## config.mk

```make
export PLATFORM = sky130hd
export DESIGN_NAME = dma_module
export DESIGN_NICKNAME = d
export VERILOG_FILES = /design/src/nes_mem_pkg.sv /design/src/dma_module.sv
export SDC_FILE = /design/constraint.sdc
export NUM_CORES = 1
export LEC_CHECK = 0
export BUFFER_PORTS_ARGS = -buffer_cell sky130_fd_sc_hd__buf_2
export CAP_MARGIN = 20
export CORE_MARGIN = 2
export CORE_UTILIZATION = 25
export DETAILED_ROUTE_END_ITERATION = 10
export MAX_ROUTING_LAYER = met4
export SLEW_MARGIN = 20
export SYNTH_ARGS = -nofsm -noshare
export SYNTH_HDL_FRONTEND = slang
export SYNTH_SLANG_ARGS = --single-unit
```

## constraint.sdc

```tcl
create_clock -name clk -period 1.43 [get_ports clk]
set_clock_uncertainty 0.15 [all_clocks]
set_input_delay 0.286 -clock clk [delete_from_list [all_inputs] [get_ports clk]]
set_output_delay 0.286 -clock clk [all_outputs]
set_load 0.01 [all_outputs]
```

## src/nes_mem_pkg.sv

```systemverilog
// Register map and sizes for the CPU side; only exact register addresses decode, no PPU mirrors
`default_nettype none

package nes_mem_pkg;

	// Memory sizes in bytes
	localparam int wram_depth = 2048;
	localparam int vram_depth = 2048;
	localparam int spram_depth = 256;

	// PPU register window
	localparam logic [15:0] addr_ppu_ctrl1 = 16'h2000;
	localparam logic [15:0] addr_ppu_ctrl2 = 16'h2001;
	localparam logic [15:0] addr_ppu_status = 16'h2002;
	localparam logic [15:0] addr_spram_addr = 16'h2003;
	localparam logic [15:0] addr_spram_data = 16'h2004;
	localparam logic [15:0] addr_ppu_scroll = 16'h2005;
	localparam logic [15:0] addr_vram_addr = 16'h2006;
	localparam logic [15:0] addr_vram_data = 16'h2007;

	// Sprite DMA trigger
	localparam logic [15:0] addr_dma = 16'h4014;

	// Controller ports, strobe is written through the first one
	localparam logic [15:0] addr_joy1 = 16'h4016;
	localparam logic [15:0] addr_joy2 = 16'h4017;

	// One full page per transfer
	localparam int dma_length = 256;

endpackage

`default_nettype wire

```

## src/dma_module.sv

```systemverilog
// Sprite DMA, 512 cycles per page into the sprite data port; the CPU must stay idle while busy
`default_nettype none

module dma_module (
	input wire clk,
	input wire reset,

	// CPU write watched for the start command
	input wire [15:0] cpu_addr,
	input wire [7:0] cpu_data_in,
	input wire cpu_write_en,

	// Memory bus while busy
	output logic [15:0] dma_addr,
	input wire [7:0] dma_data_in,
	output logic [7:0] dma_data_out,
	output logic dma_write_en,
	output logic busy
);

	logic [7:0] page_q;
	logic [7:0] count_q;
	logic write_phase_q;
	logic start;
	logic last_byte;

	assign start = cpu_write_en && !busy && (cpu_addr == nes_mem_pkg::addr_dma);
	assign last_byte = (count_q == 8'(nes_mem_pkg::dma_length - 1));

	always_ff @(posedge clk) begin
		if (reset) begin
			busy <= 1'b0;
			page_q <= '0;
			count_q <= '0;
			write_phase_q <= 1'b0;
		end else if (start) begin
			busy <= 1'b1;
			page_q <= cpu_data_in;
			count_q <= '0;
			write_phase_q <= 1'b0;
		end else if (busy) begin
			write_phase_q <= ~write_phase_q;
			if (write_phase_q) begin
				count_q <= count_q + 8'd1;
				if (last_byte) begin
					busy <= 1'b0;
				end
			end
		end
	end

	// Read phase fetches from the page, write phase pushes to the sprite port
	assign dma_addr = write_phase_q ? nes_mem_pkg::addr_spram_data : {page_q, count_q};
	assign dma_write_en = busy && write_phase_q;

	// Byte read in the previous cycle is on the bus now
	assign dma_data_out = dma_data_in;

	// Every write follows a read of the same transfer
	a_write_after_read: assert property (@(posedge clk) disable iff (reset)
		dma_write_en |-> busy && $past(busy) && !$past(write_phase_q));

	a_cpu_idle: assert property (@(posedge clk) disable iff (reset)
		busy |-> !cpu_write_en);

endmodule

`default_nettype wire

```

Word level (Yosys, flattened, before mapping)
Cells that the tools add are included.
{"block": "op_classes", "add_sub_neg": 1, "n_eq_ne": 2, "mux": 5, "n_bitwise": 1, "reduce_logical": 6}
{"cell": "$eq 16x15->1 const B", "n": 1}
{"cell": "$mux 16", "n": 1}
{"cell": "$add 8x1->8 const B", "n": 1}
{"cell": "$eq 8x8->1 const B", "n": 1}
{"cell": "$mux 1", "n": 4}
{"cell": "$logic_and 1x1->1", "n": 3}
{"cell": "$reduce_and 2->1", "n": 1}
{"cell": "$reduce_or 2->1", "n": 1}
{"cell": "$logic_not 1->1", "n": 1}
{"cell": "$not 1->1", "n": 1}
{"block": "totals", "reg_bits": 18, "inputBits": 35, "word_cells": 19}

Logic depth before layout (Yosys ltp)
Gate-level depths: netlist (run 1).
{"block": "logic_depth", "depth_word": 5, "mapped_depth": 6, "mapped_depth_nobuf": 4}

Worst setup path after synthesis (run 1)
OpenSTA, ideal clock, no wires.
{"block": "synth_timing", "path_kind": "register to output", "start": "register write_phase_q", "end": "output port dma_addr[2]", "t_arrival_ps": 938, "required_ps": 994, "setup_slack_ps": 56, "stages_incl_launch_ff": 4, "path_buffers": 2, "path_cell_list": "dfxtp_1 -> buf_4 -> clkbuf_1 -> or2_2"}
{"block": "synth_between", "elab_chain_cells": 1}
{"item": "start: declaration", "line_no": "dma_module.sv:23", "rtl": "logic write_phase_q;"}
{"item": "start signal: assignment", "line_no": "dma_module.sv:42", "rtl": "write_phase_q <= ~write_phase_q;"}
{"item": "$mux 16", "line_no": "dma_module.sv:53", "rtl": "assign dma_addr = write_phase_q ? nes_mem_pkg::addr_spram_data : {page_q, count_q};"}
{"item": "end: declaration", "line_no": "dma_module.sv:14", "rtl": "output logic [15:0] dma_addr,"}
Every way passes these cells.

Worst setup path in the final report (run 1)
{"block": "layout_timing", "start": "register write_phase_q", "end": "output port dma_addr[7]"}
The elaborated chain is that of the path after synthesis.

==> results of run 1 <==
## worst max-delay path: cells and delay by family, from the launching register on
family / cells / cell delay, ns
buffers and inverters: 3 / 0.40
DFF: 1 / 0.37
and+or+nand+nor: 1 / 0.09
## report_power, final
part | switching, mW | internal [mW] | leakage [nW] | total [mW]
combinational | 0.0282 | 0.0307 | 0.464 | 0.0589
clock | 0.172 | 0.245 | 0.0288 | 0.417
sequential | 0.00000232 | 0.499 | 0.146 | 0.499
## area by class of cell
type	count	area (um2)	area share [%]
timing repair buffer	56	444	28.3
clock buffer	4	55.1	3.51
tap	50	62.6	3.99
multi-input combinational	82	641	40.9
sequential	18	365	23.3
## flip-flops by register name (all words and copies together) (netlist names)
signal	count
busy	1
count_q	8
page_q	8
write_phase_q	1
## path summary, 6_finish.rpt
path	slack, ns	endpoint
worst max-delay path	-0.12	dma_addr[7]
worst min-delay path	0.13	page_q[0]
worst max register to register	0.09	count_q[7]
worst min register to register	0.33	page_q[3]
## cell families after synthesis
kind of cell | after synthesis | share of synthesized area [%]
AND/OR/NAND/NOR | 54 | 36.1
AO/OA/AOI/OAI | 18 | 8.78
flip-flops | 18 | 35.1
buffers and inverters | 15 | 11.0
XOR/XNOR | 8 | 6.83
multiplexers | 1 | 0.976
adder cells (fa/ha/maj) | 1 | 1.22
## repair_timing
| action | CTS | global route |
|---|---|---|
| gates cloned | 1 | 0 |
| pin swaps | 1 | 0 |
| setup buffers | 4 | 1 |
| resized for setup | 15 | 26 |
| endpoints found under the setup margin | 15 | 20 |
## per-stage QoR
step           total power, mW  cells
2_1_floorplan            0.552    115
3_3_place_gp             0.572    201
3_5_place_dp             0.572    201
4_1_cts                  0.984    210
5_1_grt                   1.02    210
6_report                 0.975    210
## synthesized netlist by cell type
master,n
dfxtp_1,18
mux2i_1,1
nor3_1,8
and2_1,1
nand2_1,4
nand3_2,1
buf_4,9
nor3_2,1
nor4_2,1
o21ai_0,9
xnor2_1,3
nand4_1,4
xor2_1,5
a21oi_1,9
and3b_1,1
nor2b_1,14
nor4_4,2
nand3_1,8
and4_1,1
buf_1,1
or2_2,2
and4b_1,1
and3_1,3
ha_1,1
clkbuf_1,2
nor2_4,1
buf_6,3
nand3b_2,1
## metal layers
metal  part of all wire [%]  GRT usage [%]
met2                     49           19.1
met4                    1.5           4.50
met5                      0              -
met1                     42           13.7
met3                    7.6           3.45
## cell usage in the layout (no fill, tap or decap), types with 2 or more instances in the layout
master,count
xor2_1,5
nand3_1,8
buf_4,6
clkbuf_8,4
o21ai_0,9
nor3_1,8
nor2b_4,11
nor4_4,2
buf_12,3
or2_4,2
and3_1,3
xnor2_1,3
dfxtp_1,16
nand4_1,4
nor2b_1,3
buf_2,31
a21oi_1,9
buf_6,15
nand2_1,4
==> impl_metrics.ini, run 1 <==
[critical_path]
cp_max_fo = 5
worst_path_max_delay_cell = dfxtp_4
endpoint_kind = primary output
rr_worst_depth = 5
startpoint = write_phase_q
crit_required_ns = 0.99
rr_startpoint = write_phase_q
path_cells = buf_12 > buf_8 > nor2b_1 > buf_2
critPathLaunchType = flop
critPathKind = flop to primary output
cp.arrival_ns = 1.11
cp_slowest_stage_delay_ns = 0.37

[placed_design]
dp_hpwl_um = 1700
placedInstanceArea_um2 = 1270
place_ws_ns = -0.167
io_buffers = 44
globalplace.congestion = 0.714

[min_path]
hp-class = input port to flop
hp-start = cpu_data_in[0]
hold_depth = 3

[sta]
finalSetupViolCount = 11
rsz0062_at_grt = yes
final-hold-violation-count = 0
worst_pin_slew_ns = 0.330
final.period_utilization_pct = 108
fmax_mhz = 645
fin_hold_ws_ns = 0.126
slew_violations = 0
slew_headroom_pct = 78.0
setup_ws_ns = -0.121
fin_crit_ns = 1.55
tns_ns = -1.12

[route]
drc = 0
wl_per_cell_um = 12.1
drtIter0Drc = 28
antenna_left = 0
via_per_inst = 4.66
firstDrtPassIters = 4
drt-total-wl_um = 2550
vias = 979

[floorplan]
die_area_um2 = 4630
io_pins = 61
start_util_pct = 25.8
rows = 23
die_x_um = 68.1
die_h_um = 68.1
coreArea_um2 = 3970

[flow_run]
maxCapViolations = 0

[global_route]
grt_overflow = 0
grtUsageTotal_pct = 11.8
grt_first_pass_wirelength_um = 3940
grt_pass1_vias = 893
antenna_found_initial = 0
grt_max_degree = 19

[cells_and_area]
diodes = 0
area_growth_pct = 52.8
final_area_um2 = 1570
drive_gt1_share_pct = 51.2
nets = 197
fillers = 409
utilization_pct = 39.5

[power_and_ir_drop]
ir_drop_mv = 0.479
p_per_area_nw_per_um2 = 622
power.leakage_nw = 0.639

[status]
violations = negative setup slack
status = complete, but fails checks

[clocking]
cts_buffers = 3
cts_tree = done
clock_sinks = 18
hold_buffers = 0
cts_buffer_depth = 2
clk_pin_slew_ns = 0.07
cts_max_level = 1
clockRootBuffer = clkbuf_8
clk_latency_ns = 0.26

[synthesis]
ys_seq_area_share_pct = 35.1
synth_warnings = 0
synth_top_area_cell = dfxtp_1
yosysTopAreaCellShare_pct = 35.1
mappedNetlistArea_um2 = 1030
synthCells = 115
ys_ff_latch = 18
yosysUniqueCellTypes = 28
avgSynthCellArea_um2 = 8.92
syn-num-nets = 151
synthTopCellsByArea = dfxtp_1, nor2b_1, buf_4
No activity file was read; power rests on OpenSTA's default activity.
==> inputs of run 2 (changes only) <==
- clock period: 1.43 -> 1.9 ns (I/O delays scaled with it)
==> run 2 against run 1 <==
The run now ends clean. Critical path type unchanged. Largest cell class unchanged. Largest power group unchanged. Final cell count decreased by 4.8%. Setup slack improved by 0.36 ns. Non-clock buffer count decreased by 10. Die area unchanged. Global-route usage decreased by 0.81 points. Core utilization decreased by 7.5 points. Combinational power decreased by 25%. Sequential cell count unchanged. First-iteration DRC count increased by 25%. Register-to-register slack improved by 0.41 ns.
==> impl_metrics.ini, run 2 (same netlist as run 1, synthesis figures left out) <==
[critical_path]
cp_slowest_stage_delay_ns = 0.44
rr_worst_depth = 4
worst_path_max_delay_cell = dfxtp_2
cp.arrival_ns = 1.13
crit_required_ns = 1.37
critPathKind = flop to primary output
r2r_slack_ns = 0.50
critPathLaunchType = flop
rr_startpoint = write_phase_q
path_buf_inv = 1
r2r-end = count_q[7]
path_cells = and2_2 > buf_2
crit_family = flip-flops
cp_max_fo = 10
endpoint_kind = primary output

[global_route]
grt_pass1_vias = 831
grtUsageTotal_pct = 10.9
grt_first_pass_wirelength_um = 3840
antenna_found_initial = 0
grt_overflow = 0
grt_max_degree = 19

[power_and_ir_drop]
p_per_area_nw_per_um2 = 578
seqPwrFrac_pct = 51.4
p_clk_share_pct = 42.5
power.leakage_nw = 0.567
p_comb_share_pct = 6.1
power.total_uw = 733
ir_drop_mv = 0.443
p_int_uw = 584
sw_frac_of_total_pct = 20.4
p_switching_uw = 149

[route]
drt-total-wl_um = 2300
vias = 907
via_per_inst = 4.54
drt-met1-wl_um = 1060
firstDrtPassIters = 4
top_layer_used = met4
met3_length_um = 199
wl_per_cell_um = 11.5
drtIter0Drc = 35
drc = 0
wl_met2_um = 1030
antenna_left = 0

[min_path]
hp-class = input port to flop
min_to = page_q[1]
hold_depth = 3
hp-start = cpu_data_in[1]

[cells_and_area]
largest_registers = count_q x8, page_q x8
diodes = 0
fillers = 432
final_area_um2 = 1270
final_cell_mix = buf_2, dfxtp_1, nor2b_1
drive_gt1_share_pct = 40.7
layout_commonest_cell = buf_2
area_growth_pct = 23.7
nets = 187

[status]
status = complete, no violations

[floorplan]
die_h_um = 68.1
die_area_um2 = 4630
start_util_pct = 25.8
io_pins = 61
coreArea_um2 = 3970
rows = 23
die_x_um = 68.1

[placed_design]
placedInstanceArea_um2 = 1210
io_buffers = 44
dp_hpwl_um = 1680
globalplace.congestion = 0.726

[sta]
worst_pin_slew_ns = 0.339
final.period_utilization_pct = 87.5
tns_ns = 0
fmax_mhz = 602
slew_headroom_pct = 77.4
final-hold-violation-count = 0
finalSetupViolCount = 0
rsz0062_at_grt = no
slew_violations = 0
fin_crit_ns = 1.66

[clocking]
clockRootBuffer = clkbuf_8
clk_latency_ns = 0.25
clock_sinks = 18
cts_tree = done
cts_buffer_depth = 2
clk_pin_slew_ns = 0.07
cts_buffers = 3
cts_max_level = 1
hold_buffers = 0

[flow_run]
maxCapViolations = 0
## run 2: changes by cell type in the layout (fill, tap and decap cells not counted), sizes merged
cell	previous run	this run
buf	56	46
## run 2: layer usage
layer | track usage, % | vias to the layer above
met5 | - | -
met4 | 2.25 | 0
met3 | 3.13 | 2
met2 | 17.2 | 46
met1 | 14.0 | 396
li1 | - | 463
## run 2: stage by stage
stage          utilization (%)  hold slack [ns]  instances  setup slack, ns
3_3_place_gp              30.5            0.313        196            0.201
5_1_grt                   31.9            0.221        200            0.135
6_report                  31.9            0.229        200            0.238
2_1_floorplan                -            0.294        115            0.432
4_1_cts                   31.9            0.225        200           0.0623
3_5_place_dp              30.5            0.312        196            0.183
## run 2: worst reg2reg max path, delay by kind of cell (launching register included)
kind / cells / cell delay (ns)
simple gates: 3 / 0.56
flops: 1 / 0.44
xor+xnor: 1 / 0.13
## run 2: cell type report
type | instances | area (um2) | area share, %
clock buffers | 4 | 55.1 | 4.34
repair buffers | 46 | 235 | 18.5
multi-input cells | 82 | 554 | 43.7
flip-flops and latches | 18 | 362 | 28.5
well taps | 50 | 62.6 | 4.93
## run 2: power by group through the flow
| stage | Clock, mW | Sequential [mW] | Combinational, mW |
|---|---|---|---|
| after floorplan | 0 | 0.386 | 0.0297 |
| after global placement | 0 | 0.386 | 0.0444 |
| after detailed placement | 0 | 0.386 | 0.0445 |
| after CTS | 0.321 | 0.377 | 0.0448 |
| after global routing | 0.341 | 0.377 | 0.0478 |
| final | 0.311 | 0.377 | 0.0444 |
## run 2: worst max-delay path by stage
stage,startpoint,to,slack [ns],cells after the start
after floorplan,write_phase_q,dma_addr[2],0.43,3
final,write_phase_q,dma_write_en,0.24,2
after detailed placement,cpu_addr[1],page_q[4],0.18,5
after CTS,write_phase_q,dma_write_en,0.06,2
after global placement,cpu_addr[1],page_q[6],0.20,5
after global routing,write_phase_q,dma_write_en,0.13,2
## run 2: repair_timing
item                       4_1_cts  5_1_grt
cloned                           0        0
pin swaps                        0        0
buffers inserted                 0        0
setup endpoints to repair        1        1
gates resized for setup          1        1
hold endpoints to repair         0        0
