===== src/nes_mem_pkg.sv =====
// Register map and sizes for the CPU side; only exact register addresses decode, no PPU mirrors
`default_nettype none

package nes_mem_pkg;

	// Memory sizes in bytes
	localparam int wram_depth = 2048;
	localparam int vram_depth = 2048;
	localparam int spram_depth = 256;

	// PPU register window
	localparam logic [15:0] addr_ppu_ctrl1 = 16'h2000;
	localparam logic [15:0] addr_ppu_ctrl2 = 16'h2001;
	localparam logic [15:0] addr_ppu_status = 16'h2002;
	localparam logic [15:0] addr_spram_addr = 16'h2003;
	localparam logic [15:0] addr_spram_data = 16'h2004;
	localparam logic [15:0] addr_ppu_scroll = 16'h2005;
	localparam logic [15:0] addr_vram_addr = 16'h2006;
	localparam logic [15:0] addr_vram_data = 16'h2007;

	// Sprite DMA trigger
	localparam logic [15:0] addr_dma = 16'h4014;

	// Controller ports, strobe is written through the first one
	localparam logic [15:0] addr_joy1 = 16'h4016;
	localparam logic [15:0] addr_joy2 = 16'h4017;

	// One full page per transfer
	localparam int dma_length = 256;

endpackage

`default_nettype wire


===== src/joycon_ctrl.sv =====
// One controller port; the strobe is written at the first port's address, reads return bit 0
`default_nettype none

module joycon_ctrl #(
	parameter logic [15:0] port_addr = nes_mem_pkg::addr_joy1
) (
	input wire clk,
	input wire reset,
	input wire [15:0] cpu_addr,
	input wire cpu_write_en,
	input wire cpu_read_en,
	input wire [7:0] cpu_data_in,
	output logic [7:0] joycon_in,
	input wire [7:0] buttons
);

	logic strobe_q;
	logic [7:0] shift_q;
	logic strobe_write;
	logic port_read;

	// Both ports share one strobe address
	assign strobe_write = cpu_write_en && (cpu_addr == nes_mem_pkg::addr_joy1);
	assign port_read = cpu_read_en && (cpu_addr == port_addr);

	always_ff @(posedge clk) begin
		if (reset) begin
			strobe_q <= 1'b0;
			shift_q <= '0;
		end else begin
			if (strobe_write) begin
				strobe_q <= cpu_data_in[0];
			end
			// Reload while strobed, otherwise shift on each read
			if (strobe_q) begin
				shift_q <= buttons;
			end else if (port_read) begin
				shift_q <= {1'b1, shift_q[7:1]};
			end
		end
	end

	assign joycon_in = {7'b0, shift_q[0]};

	// Ones fill in behind the button bits
	a_fill_ones: assert property (@(posedge clk) disable iff (reset)
		port_read && !strobe_q |=> shift_q[7]);

endmodule

`default_nettype wire


===== config.mk =====
export PLATFORM = sky130hd
export DESIGN_NAME = joycon_ctrl
export DESIGN_NICKNAME = d
export VERILOG_FILES = /design/src/nes_mem_pkg.sv /design/src/joycon_ctrl.sv
export SDC_FILE = /design/constraint.sdc
export NUM_CORES = 1
export LEC_CHECK = 0
export BUFFER_PORTS_ARGS = -buffer_cell sky130_fd_sc_hd__buf_2
export CAP_MARGIN = 40
export CORE_MARGIN = 2
export CORE_UTILIZATION = 39
export DETAILED_ROUTE_END_ITERATION = 6
export PLACE_DENSITY_LB_ADDON = 0.05
export RECOVER_POWER = 100
export SLEW_MARGIN = 25
export SYNTH_ARGS = -nofsm -noshare
export SYNTH_HDL_FRONTEND = slang
export SYNTH_SLANG_ARGS = --single-unit

===== constraint.sdc =====
create_clock -name clk -period 1.5 [get_ports clk]
set_input_delay 0.225 -clock clk [delete_from_list [all_inputs] [get_ports clk]]
set_output_delay 0.225 -clock clk [all_outputs]
set_load 0.05 [all_outputs]

# Word level (Yosys, flattened, before mapping)
# Cells that the tools add are included.
[word_totals]
register_bits = 9
inputBits = 36
[classes]
eq_ne = 1
n_mux = 2
n_reduce_logical = 3
[ops]
columns = ["operator", "n"]
rows = [
  ["$eq 16x15->1 const B", 1],
  ["$mux 8", 2],
  ["$logic_and 1x1->1", 2],
  ["$reduce_bool 2->1", 1],
]

# Depth between registers and ports, before layout
# Gate-level depths: netlist (run 1).
[logic_depth]
ltp_word = 4
depth_mapped = 5
mapped_depth_nobuf = 4

# Worst setup path after synthesis (run 1)
# Ideal clock, no wire load.
[synth_path]
path_type = "input to register"
startpoint = "input cpu_addr[9]"
endpoint = "register shift_q[6]"
setup_time_ns = 0.086
t_arrival_ns = 1.138
t_required_ns = 1.414
path_slack_ns = 0.276
stages = 5
path_buffers = 1
cell_sequence = "nor4b_2 -> and4_1 -> buf_6 -> a31oi_1 -> a221oi_2"
[synth_via]
elab_chain_len = 3
[synth_lines]
columns = ["element", "line_no", "rtl"]
rows = [
  ["start: declaration", "joycon_ctrl.sv:9", "input wire [15:0] cpu_addr,"],
  ["$eq 16x15->1", "joycon_ctrl.sv:24", "assign port_read = cpu_read_en && (cpu_addr == port_addr);"],
  ["$logic_and 1x1->1", "joycon_ctrl.sv:24", ""],
  ["$reduce_bool 2->1 (no source line)", "--", ""],
  ["end signal: assignment", "joycon_ctrl.sv:36", "shift_q <= buttons;"],
  ["end signal: assignment", "joycon_ctrl.sv:38", "shift_q <= {1'b1, shift_q[7:1]};"],
  ["end: declaration", "joycon_ctrl.sv:18", "logic [7:0] shift_q;"],
]
# Every way passes these cells.
# A chain may end at the register's enable or synchronous reset.

# Worst setup path after layout (run 1)
[layout_path]
startpoint = "input cpu_addr[10]"
endpoint = "register shift_q[6]"
# The elaborated chain is that of the path after synthesis.

==> flow_summary.toml, run 1 <==
[status]
status = "complete, no violations"

[drt]
firstDrtPassIters = 3
routed_wl_um = 1220
first_iter_violations = 8
post_drt_wl_per_cell_um = 11.1
dr_total_vias = 567
route.detailed.drc = 0
vias_per_cell = 5.15
ant_nets = 0

[synth]
synth_enable_flop_cells = 0
ys_ff_latch = 9
netlist_area_sq_um = 599
syn_inst = 65
synth_ff_type = "dfxtp_1"
async_reset_ff_share_pct = 0
yosysSeqAreaShare_pct = 30.1
syn_avg_cell_area_sq_um = 9.22
ys_types = 22
synth-warning-count = 0

[clock_network]
cts_root_buffer = "clkbuf_4"
cts.sinks = 9
clkTransAtPathRegs_ns = 0.06
cts_tree = "built"
htreeDepth = 1
postCtsHoldBufs = 0
postCtsSetupBuffers = 0
post_cts_resized = 0
worstSkewPairLatency_ns = 0.26
clk_path_buf_depth = 2
cts_inserted_buffers = 3

[pwr]
power_density_nw_per_um2 = 719
total_leakage_power_nw = 0.317
peakVddDrop_mv = 0.431
power_w = 0.000527

[worst_hold_path]
min_from = "buttons[0]"
hold_path.class = "primary input to flop"
holdPathEnd = "shift_q[0]"
hold_depth = 3

[timing]
min_period_ns = 1.31
worst_pin_slew_ns = 0.590
slew_violations = 0
fmax_mhz = 766
slew_headroom_pct = 60.8
fin_skew_ns = 0.00362
hold_violations = 0
setup_tns_ns = 0
rsz0062_at_grt = "no"
min_period_over_period_pct = 87.1
setup_viol = 0

[floorplan]
io_pins = 44
die_area_sq_um = 1870
start_util_pct = 40.7
core_sq_um = 1470
num_rows = 14
die_x_um = 43.2
die_h_um = 43.2

[global_route]
grt_overflow_total = 0
grt_max_degree = 18
antenna_found_initial = 0
first_global_vias = 462
grt_use_total_pct = 14.7
grt_pass1_wl_um = 1930

[placed_design]
hpwl_um = 910
io_buffers = 29
gp_congestion = 0.686

[flow_run]
max_cap_violations = 0

[worst_setup_path]
worstSetupPathType = "primary input to flop"
cp.required_ns = 1.68
arrival_ns = 1.48
worstReg2RegStart = "strobe_q"
reg2reg_depth = 3
regToRegSetupSlack_ns = 0.58
crit_fanout = 9
end_kind = "flop"
start_kind = "primary input"
worstReg2RegEnd = "shift_q[6]"

[cells_and_area]
layout_commonest_cell = "buf_2"
final_cell_mix = "buf_2, dfxtp_1, o21ai_0"
nNetsFinal = 131
fin_util_pct = 49.8
post_route_cells_drive_above_1_share_pct = 44.7
syn2layout_area_growth_pct = 22.3
insertedDiodeCount = 0
==> synth_stat cells, types with 2 or more instances <==
library cell	number	area share [%]
a211oi_1	3	3.8
a221oi_2	5	13
a31oi_1	7	7.3
buf_4	8	10
buf_6	2	3.8
dfxtp_1	9	30
inv_1	7	4.4
nor2b_1	3	3.1
o21ai_0	8	6.7
==> worst max path at each step <==
stage	startpoint	to	slack [ns]	depth (start not counted)
after CTS	cpu_addr[10]	shift_q[6]	0.32	6
after floorplan	cpu_addr[9]	shift_q[6]	0.28	5
after global placement	cpu_addr[10]	shift_q[6]	0.04	6
final	cpu_addr[10]	shift_q[6]	0.19	6
after detailed placement	cpu_addr[10]	shift_q[6]	0.05	6
after global routing	cpu_addr[10]	shift_q[1]	0.11	6
==> through the flow <==
step / instances / hold WS, ns / cell area (sq um) / worst slack [ns]
floorplan: 71 / 0.373 / 622 / 0.276
global placement: 106 / 0.476 / 714 / 0.0428
detailed placement: 106 / 0.474 / 714 / 0.0483
CTS: 110 / 0.208 / 741 / 0.322
global route: 110 / 0.209 / 733 / 0.111
finish: 110 / 0.212 / 733 / 0.194
==> worst max-delay path: stages <==
cell	delay [ns]
buf_2	0.10
nor4_1	0.40
and4_1	0.25
buf_4	0.16
a31oi_1	0.12
a221oi_2	0.23
==> layout make-up <==
class,instances,area [sq um]
Multi-Input combinational cell,42,314
Fill cell,154,738
Timing Repair Buffer,32,166
Tap cell,16,20.0
Clock buffer,4,26.3
Sequential cell,9,180
Inverter,7,26.3
==> logic make-up (layout without fill, tap and decap cells) <==
kind of cell | Yosys count | in the layout | share of synthesized area [%]
AO/OA/AOI/OAI | 24 | 24 | 31.1
buffers and inverters | 20 | 43 | 20.2
flip-flops | 9 | 9 | 30.1
other | 1 | 7 | 0.626
AND/OR/NAND/NOR | 11 | 11 | 18.0
==> per-layer routing <==
layer	global-route usage (%)	part of all wire, %	vias up	routed length, um
li1	-	-	284	-
met1	17.8	47	262	575
met2	21.8	47	21	570
met4	7.27	0	0	0
met5	0	0	-	0
met3	6.38	6.3	0	77
==> sequential cells by signal, indices dropped and copies added, names as in the netlist <==
name / flops
strobe_q: 1
shift_q: 8
==> report_power, final <==
| group | leakage (nW) | internal, W | total (W) | switching (W) |
|---|---|---|---|---|
| Sequential | 0.0724 | 0.000239 | 0.000239 | 0.00000000107 |
| Clock | 0.0150 | 0.000103 | 0.000191 | 0.0000880 |
| Combinational | 0.229 | 0.0000320 | 0.0000972 | 0.0000652 |
(Power assumes the default switching activity.)
==> run 2: changes to the inputs <==
- ABC_AREA: unset -> 1
- CORE_UTILIZATION: 39 -> 38
==> run 2 against run 1 <==
Against the previous run: via count is 6.7% higher; clock skew is 0.0034 ns lower; synthesized cell count is 42% higher; critical path depth is 2 higher; highest routed layer is now met4.
==> flow_summary.toml, run 2 <==
[timing]
min_period_over_period_pct = 76.1
min_period_ns = 1.14
setup_viol = 0
slew_violations = 0
hold_violations = 0
fin_skew_ns = 0.000207
setup_ws_ns = 0.359
rsz0062_at_grt = "no"
fmax_mhz = 877
setup_tns_ns = 0

[cells_and_area]
post_route_cells_drive_above_1_share_pct = 29.8
regMostFlops = "shift_q"
multi_input_area_sq_um = 314
seqCellArea_sq_um = 180
largest_reg_flops = 8
fillCellCount = 174
nNetsFinal = 158
fin_area_sq_um = 719
syn2layout_area_growth_pct = 22.6
layout_commonest_cell = "nand2_1"
final_cell_mix = "nand2_1, buf_2, nor2_1, nand3_1, dfxtp_1"
insertedDiodeCount = 0
largestRegisters = "shift_q x8, strobe_q x1"

[floorplan]
die_h_um = 43.3
core_sq_um = 1470
die_x_um = 43.3
num_rows = 14
start_util_pct = 39.9
die_area_sq_um = 1870
io_pins = 44

[worst_setup_path]
path_delay_family = "simple AND/OR/NAND/NOR gates"
slowest_delay_ns = 0.28
arrival_ns = 1.32
regToRegSetupSlack_ns = 0.40
worstSetupStartpoint = "cpu_addr[8]"
worstPathCellList = "buf_2 -> nor2_1 -> nand3_1 -> nor2_4 -> nand3_1 -> nand2_4 -> nand2_1 -> a21oi_1"
cp.required_ns = 1.68
worstReg2RegEnd = "shift_q[4]"
worstReg2RegStart = "strobe_q"
critical-path-slowest-cell = "nand3_1"
path_depth = 8
cp_common_cell = "nand3_1"
crit_fanout = 8
end_kind = "flop"
reg2reg_depth = 5
endpoint = "shift_q[4]"
path_buf_inv = 1
worstSetupPathType = "primary input to flop"
start_kind = "primary input"

[drt]
vias_per_cell = 4.42
post_drt_wl_per_cell_um = 8.52
firstDrtPassIters = 3
first_iter_violations = 8
route.detailed.drc = 0
ant_nets = 0
routed_wl_um = 1170
dr_total_vias = 605

[synth]
yosysMostFrequentCell = "nand2_1"
async_reset_ff_share_pct = 0
synth_ff_type = "dfxtp_1"
yosysSeqAreaShare_pct = 30.7
syn_inst = 92
yosys.area.top_type = "dfxtp_1"
ys_ff_latch = 9
netlist_area_sq_um = 587
syn_avg_cell_area_sq_um = 6.38
yosys.area.top_type_share_pct = 30.7
yosys-top-cells-area = "dfxtp_1, nand2_1, buf_4"
synth_common_cells = "nand2_1, nor2_1, buf_4, dfxtp_1, nand3_1"
synth_enable_flop_cells = 0
synth-warning-count = 0
ys_types = 16

[pwr]
power_switching_w = 0.000139
power_density_nw_per_um2 = 708
p_clk_share_pct = 36.2
peakVddDrop_mv = 0.553
pwr-share-comb_pct = 16.8
power.internal_w = 0.000371
switching_share_pct = 27.2
total_leakage_power_nw = 0.374
p_seq_share_pct = 46.9

[clock_network]
htreeDepth = 1
clk_path_buf_depth = 2
cts_root_buffer = "clkbuf_4"
cts.sinks = 9
postCtsSetupBuffers = 0
cts_inserted_buffers = 3
postCtsHoldBufs = 0
cts_tree = "built"
worstSkewPairLatency_ns = 0.26
clkTransAtPathRegs_ns = 0.06
post_cts_resized = 0

[placed_design]
hpwl_um = 892
gp_congestion = 0.641
dp_slack_ns = 0.308
io_buffers = 29
place_area_sq_um = 706

[global_route]
grt_overflow_total = 0
first_global_vias = 539
grt_pass1_wl_um = 2090
grt_max_degree = 15
antenna_found_initial = 0
grt_use_total_pct = 15.1

[worst_hold_path]
hold_path.class = "primary input to flop"

[status]
status = "complete, no violations"

[flow_run]
max_cap_violations = 0
-- run 2: power by group through the flow --
stage / clock [W] / sequential (W) / combinational, W
detailed placement: 0 / 0.000244 / 0.0000870
floorplan: 0 / 0.000244 / 0.0000650
CTS: 0.000197 / 0.000239 / 0.0000872
finish: 0.000184 / 0.000239 / 0.0000858
global route: 0.000212 / 0.000239 / 0.0000942
global placement: 0 / 0.000244 / 0.0000861
-- run 2: per-stage QoR --
step                      hold slack, ns  total power, W  util (%)  cells
after floorplan                    0.360        0.000309         -     98
after global placement             0.448        0.000330      48.0    133
after detailed placement           0.465        0.000331      48.0    133
after CTS                          0.192        0.000523      49.7    137
after global routing               0.233        0.000545      48.9    137
final                              0.197        0.000509      48.9    137
-- run 2: tightest hold or removal path, stage by stage --
cell    delay, ns
buf_2        0.07
nor2_1       0.03
nor2_1       0.08
-- run 2: final cells by class --
cell class | instances | share of cell area, %
multi-input cells | 71 | 43.7
flip-flops and latches | 9 | 25.0
repair buffers | 30 | 21.2
clock buffers | 4 | 3.65
inverters | 7 | 3.65
well taps | 16 | 2.78
-- run 2: worst min-delay path by stage --
| stage | startpoint | endpoint | cells after the start |
|---|---|---|---|
| after floorplan | buttons[7] | shift_q[7] | 2 |
| final | buttons[7] | shift_q[7] | 3 |
| after global placement | buttons[7] | shift_q[7] | 3 |
| after global routing | reset | shift_q[6] | 2 |
| after detailed placement | buttons[7] | shift_q[7] | 3 |
| after CTS | buttons[7] | shift_q[7] | 3 |
-- run 2: cells by family (layout without fill, tap and decap cells) --
| group | after synthesis | after routing | share of synthesized area, % |
|---|---|---|---|
| AND/OR/NAND/NOR | 56 | 56 | 44.3 |
| buffers and inverters | 18 | 41 | 17.5 |
| flip-flops | 9 | 9 | 30.7 |
| AO/OA/AOI/OAI | 8 | 8 | 6.82 |
| other | 1 | 7 | 0.639 |
-- run 2: routing by layer --
metal  vias to the layer above  global-route usage (%)  wire [um]
met5                         -                       0          0
met4                         0                    5.45         11
met3                         2                    6.38         86
met2                        17                    26.3        580
met1                       260                    16.0        489
li1                        326                       -          -
==> run 3: changes to the inputs <==
- clock period: 1.5 -> 1.1 ns (I/O delays scaled with it)
==> run 3 against run 2 <==
Against the previous run: first-iteration DRC count is 25% lower; cell count unchanged; cell area grew 1.7%; critical path depth shrank 7; highest routed layer unchanged.
==> flow_summary.toml, run 3 (synthesized netlist as in run 2, its figures left out) <==
[cells_and_area]
insertedDiodeCount = 0
layout_commonest_cell = "nand2_1"
final_cells = 137
nNetsFinal = 158
largestRegisters = "shift_q x8, strobe_q x1"
fin_area_sq_um = 732
regMostFlops = "shift_q"
largest_reg_flops = 8
final_cell_mix = "nand2_1, buf_2, nor2_1, dfxtp_1, nand3_1"
fillCellCount = 169
syn2layout_area_growth_pct = 24.7
post_route_cells_drive_above_1_share_pct = 31.4

[drt]
vias_per_cell = 4.38
first_iter_violations = 6
route.detailed.drc = 0
ant_nets = 0
firstDrtPassIters = 4
routed_wl_um = 1160
dr_total_vias = 600
post_drt_wl_per_cell_um = 8.44

[worst_setup_path]
critical-path-slowest-cell = "dfxtp_1"
worstPathCellList = "clkbuf_2"
path_delay_family = "flip-flops"
path_buf_inv = 1
arrival_ns = 0.86
worstSetupPathType = "flop to output pin"
end_kind = "output pin"
crit_fanout = 2
cp.required_ns = 0.94
start_kind = "flop"
slowest_delay_ns = 0.32

[floorplan]
die_h_um = 43.3
die_area_sq_um = 1870
start_util_pct = 39.9
core_sq_um = 1470
num_rows = 14
io_pins = 44
die_x_um = 43.3

[pwr]
total_leakage_power_nw = 0.373
power_density_nw_per_um2 = 961
power_w = 0.000703
peakVddDrop_mv = 0.625

[clock_network]
cts_inserted_buffers = 3
postCtsSetupBuffers = 0
postCtsHoldBufs = 0
cts_root_buffer = "clkbuf_4"
post_cts_resized = 0
cts.sinks = 9
htreeDepth = 1
clk_path_buf_depth = 2
clkTransAtPathRegs_ns = 0.06
worstSkewPairLatency_ns = 0.26
cts_tree = "built"

[timing]
hold_violations = 0
min_period_over_period_pct = 92.8
rsz0062_at_grt = "no"
min_period_ns = 1.02
fmax_mhz = 980
slew_violations = 0
setup_viol = 0
fin_skew_ns = 0.00268
setup_ws_ns = 0.0795

[global_route]
grt_pass1_wl_um = 1990
grt_max_degree = 15
grt_use_total_pct = 14.6
first_global_vias = 498
antenna_found_initial = 0
grt_overflow_total = 0

[worst_hold_path]
hold_path.class = "primary input to flop"

[flow_run]
max_cap_violations = 0

[placed_design]
gp_congestion = 0.686
place_area_sq_um = 706
dp.cells = 133
hpwl_um = 875
io_buffers = 29
dp_slack_ns = -0.0520

[status]
status = "complete, no violations"
run 3: cell count changes in the layout (fill, tap and decap cells not counted), sizes merged:
cell | before | now
buf | 30 | 29
clkbuf | 4 | 5
run 3: through the flow:
stage / setup TNS, ns / util, % / hold WS (ns)
global route: 0 / 49.7 / 0.148
floorplan: 0 / - / 0.300
detailed placement: -0.294 / 48.0 / 0.409
finish: 0 / 49.7 / 0.134
CTS: 0 / 49.7 / 0.132
global placement: -0.0944 / 48.0 / 0.389
run 3: final timing paths:
kind	from	endpoint	slack (ns)	depth (start not counted)
hold reg to reg	shift_q[0]	shift_q[0]	0.48	2
setup / recovery	shift_q[0]	joycon_in[0]	0.08	1
hold / removal	buttons[7]	shift_q[7]	0.13	3
setup reg to reg	strobe_q	shift_q[1]	0.15	4
run 3: report_power, final:
group,internal (W),switching [W]
clock,0.000140,0.000119
combinational,0.0000400,0.0000780
sequential,0.000326,0.00000000157
total,0.000506,0.000197
run 3: final cells by class:
class / count / area [sq um] / share of cell area, %
clock buffers: 4 / 26.3 / 3.59
inverters: 7 / 26.3 / 3.59
multi-input cells: 71 / 327 / 44.6
flip-flops and latches: 9 / 180 / 24.6
well taps: 16 / 20.0 / 2.74
repair buffers: 30 / 153 / 20.9
run 3: routing by layer:
layer	global-route usage [%]	up-vias	share of wire, %
met2	22.7	16	49
met4	5.45	0	0.78
li1	-	327	-
met5	0	-	0
met1	16.8	255	43
met3	7.66	2	6.7
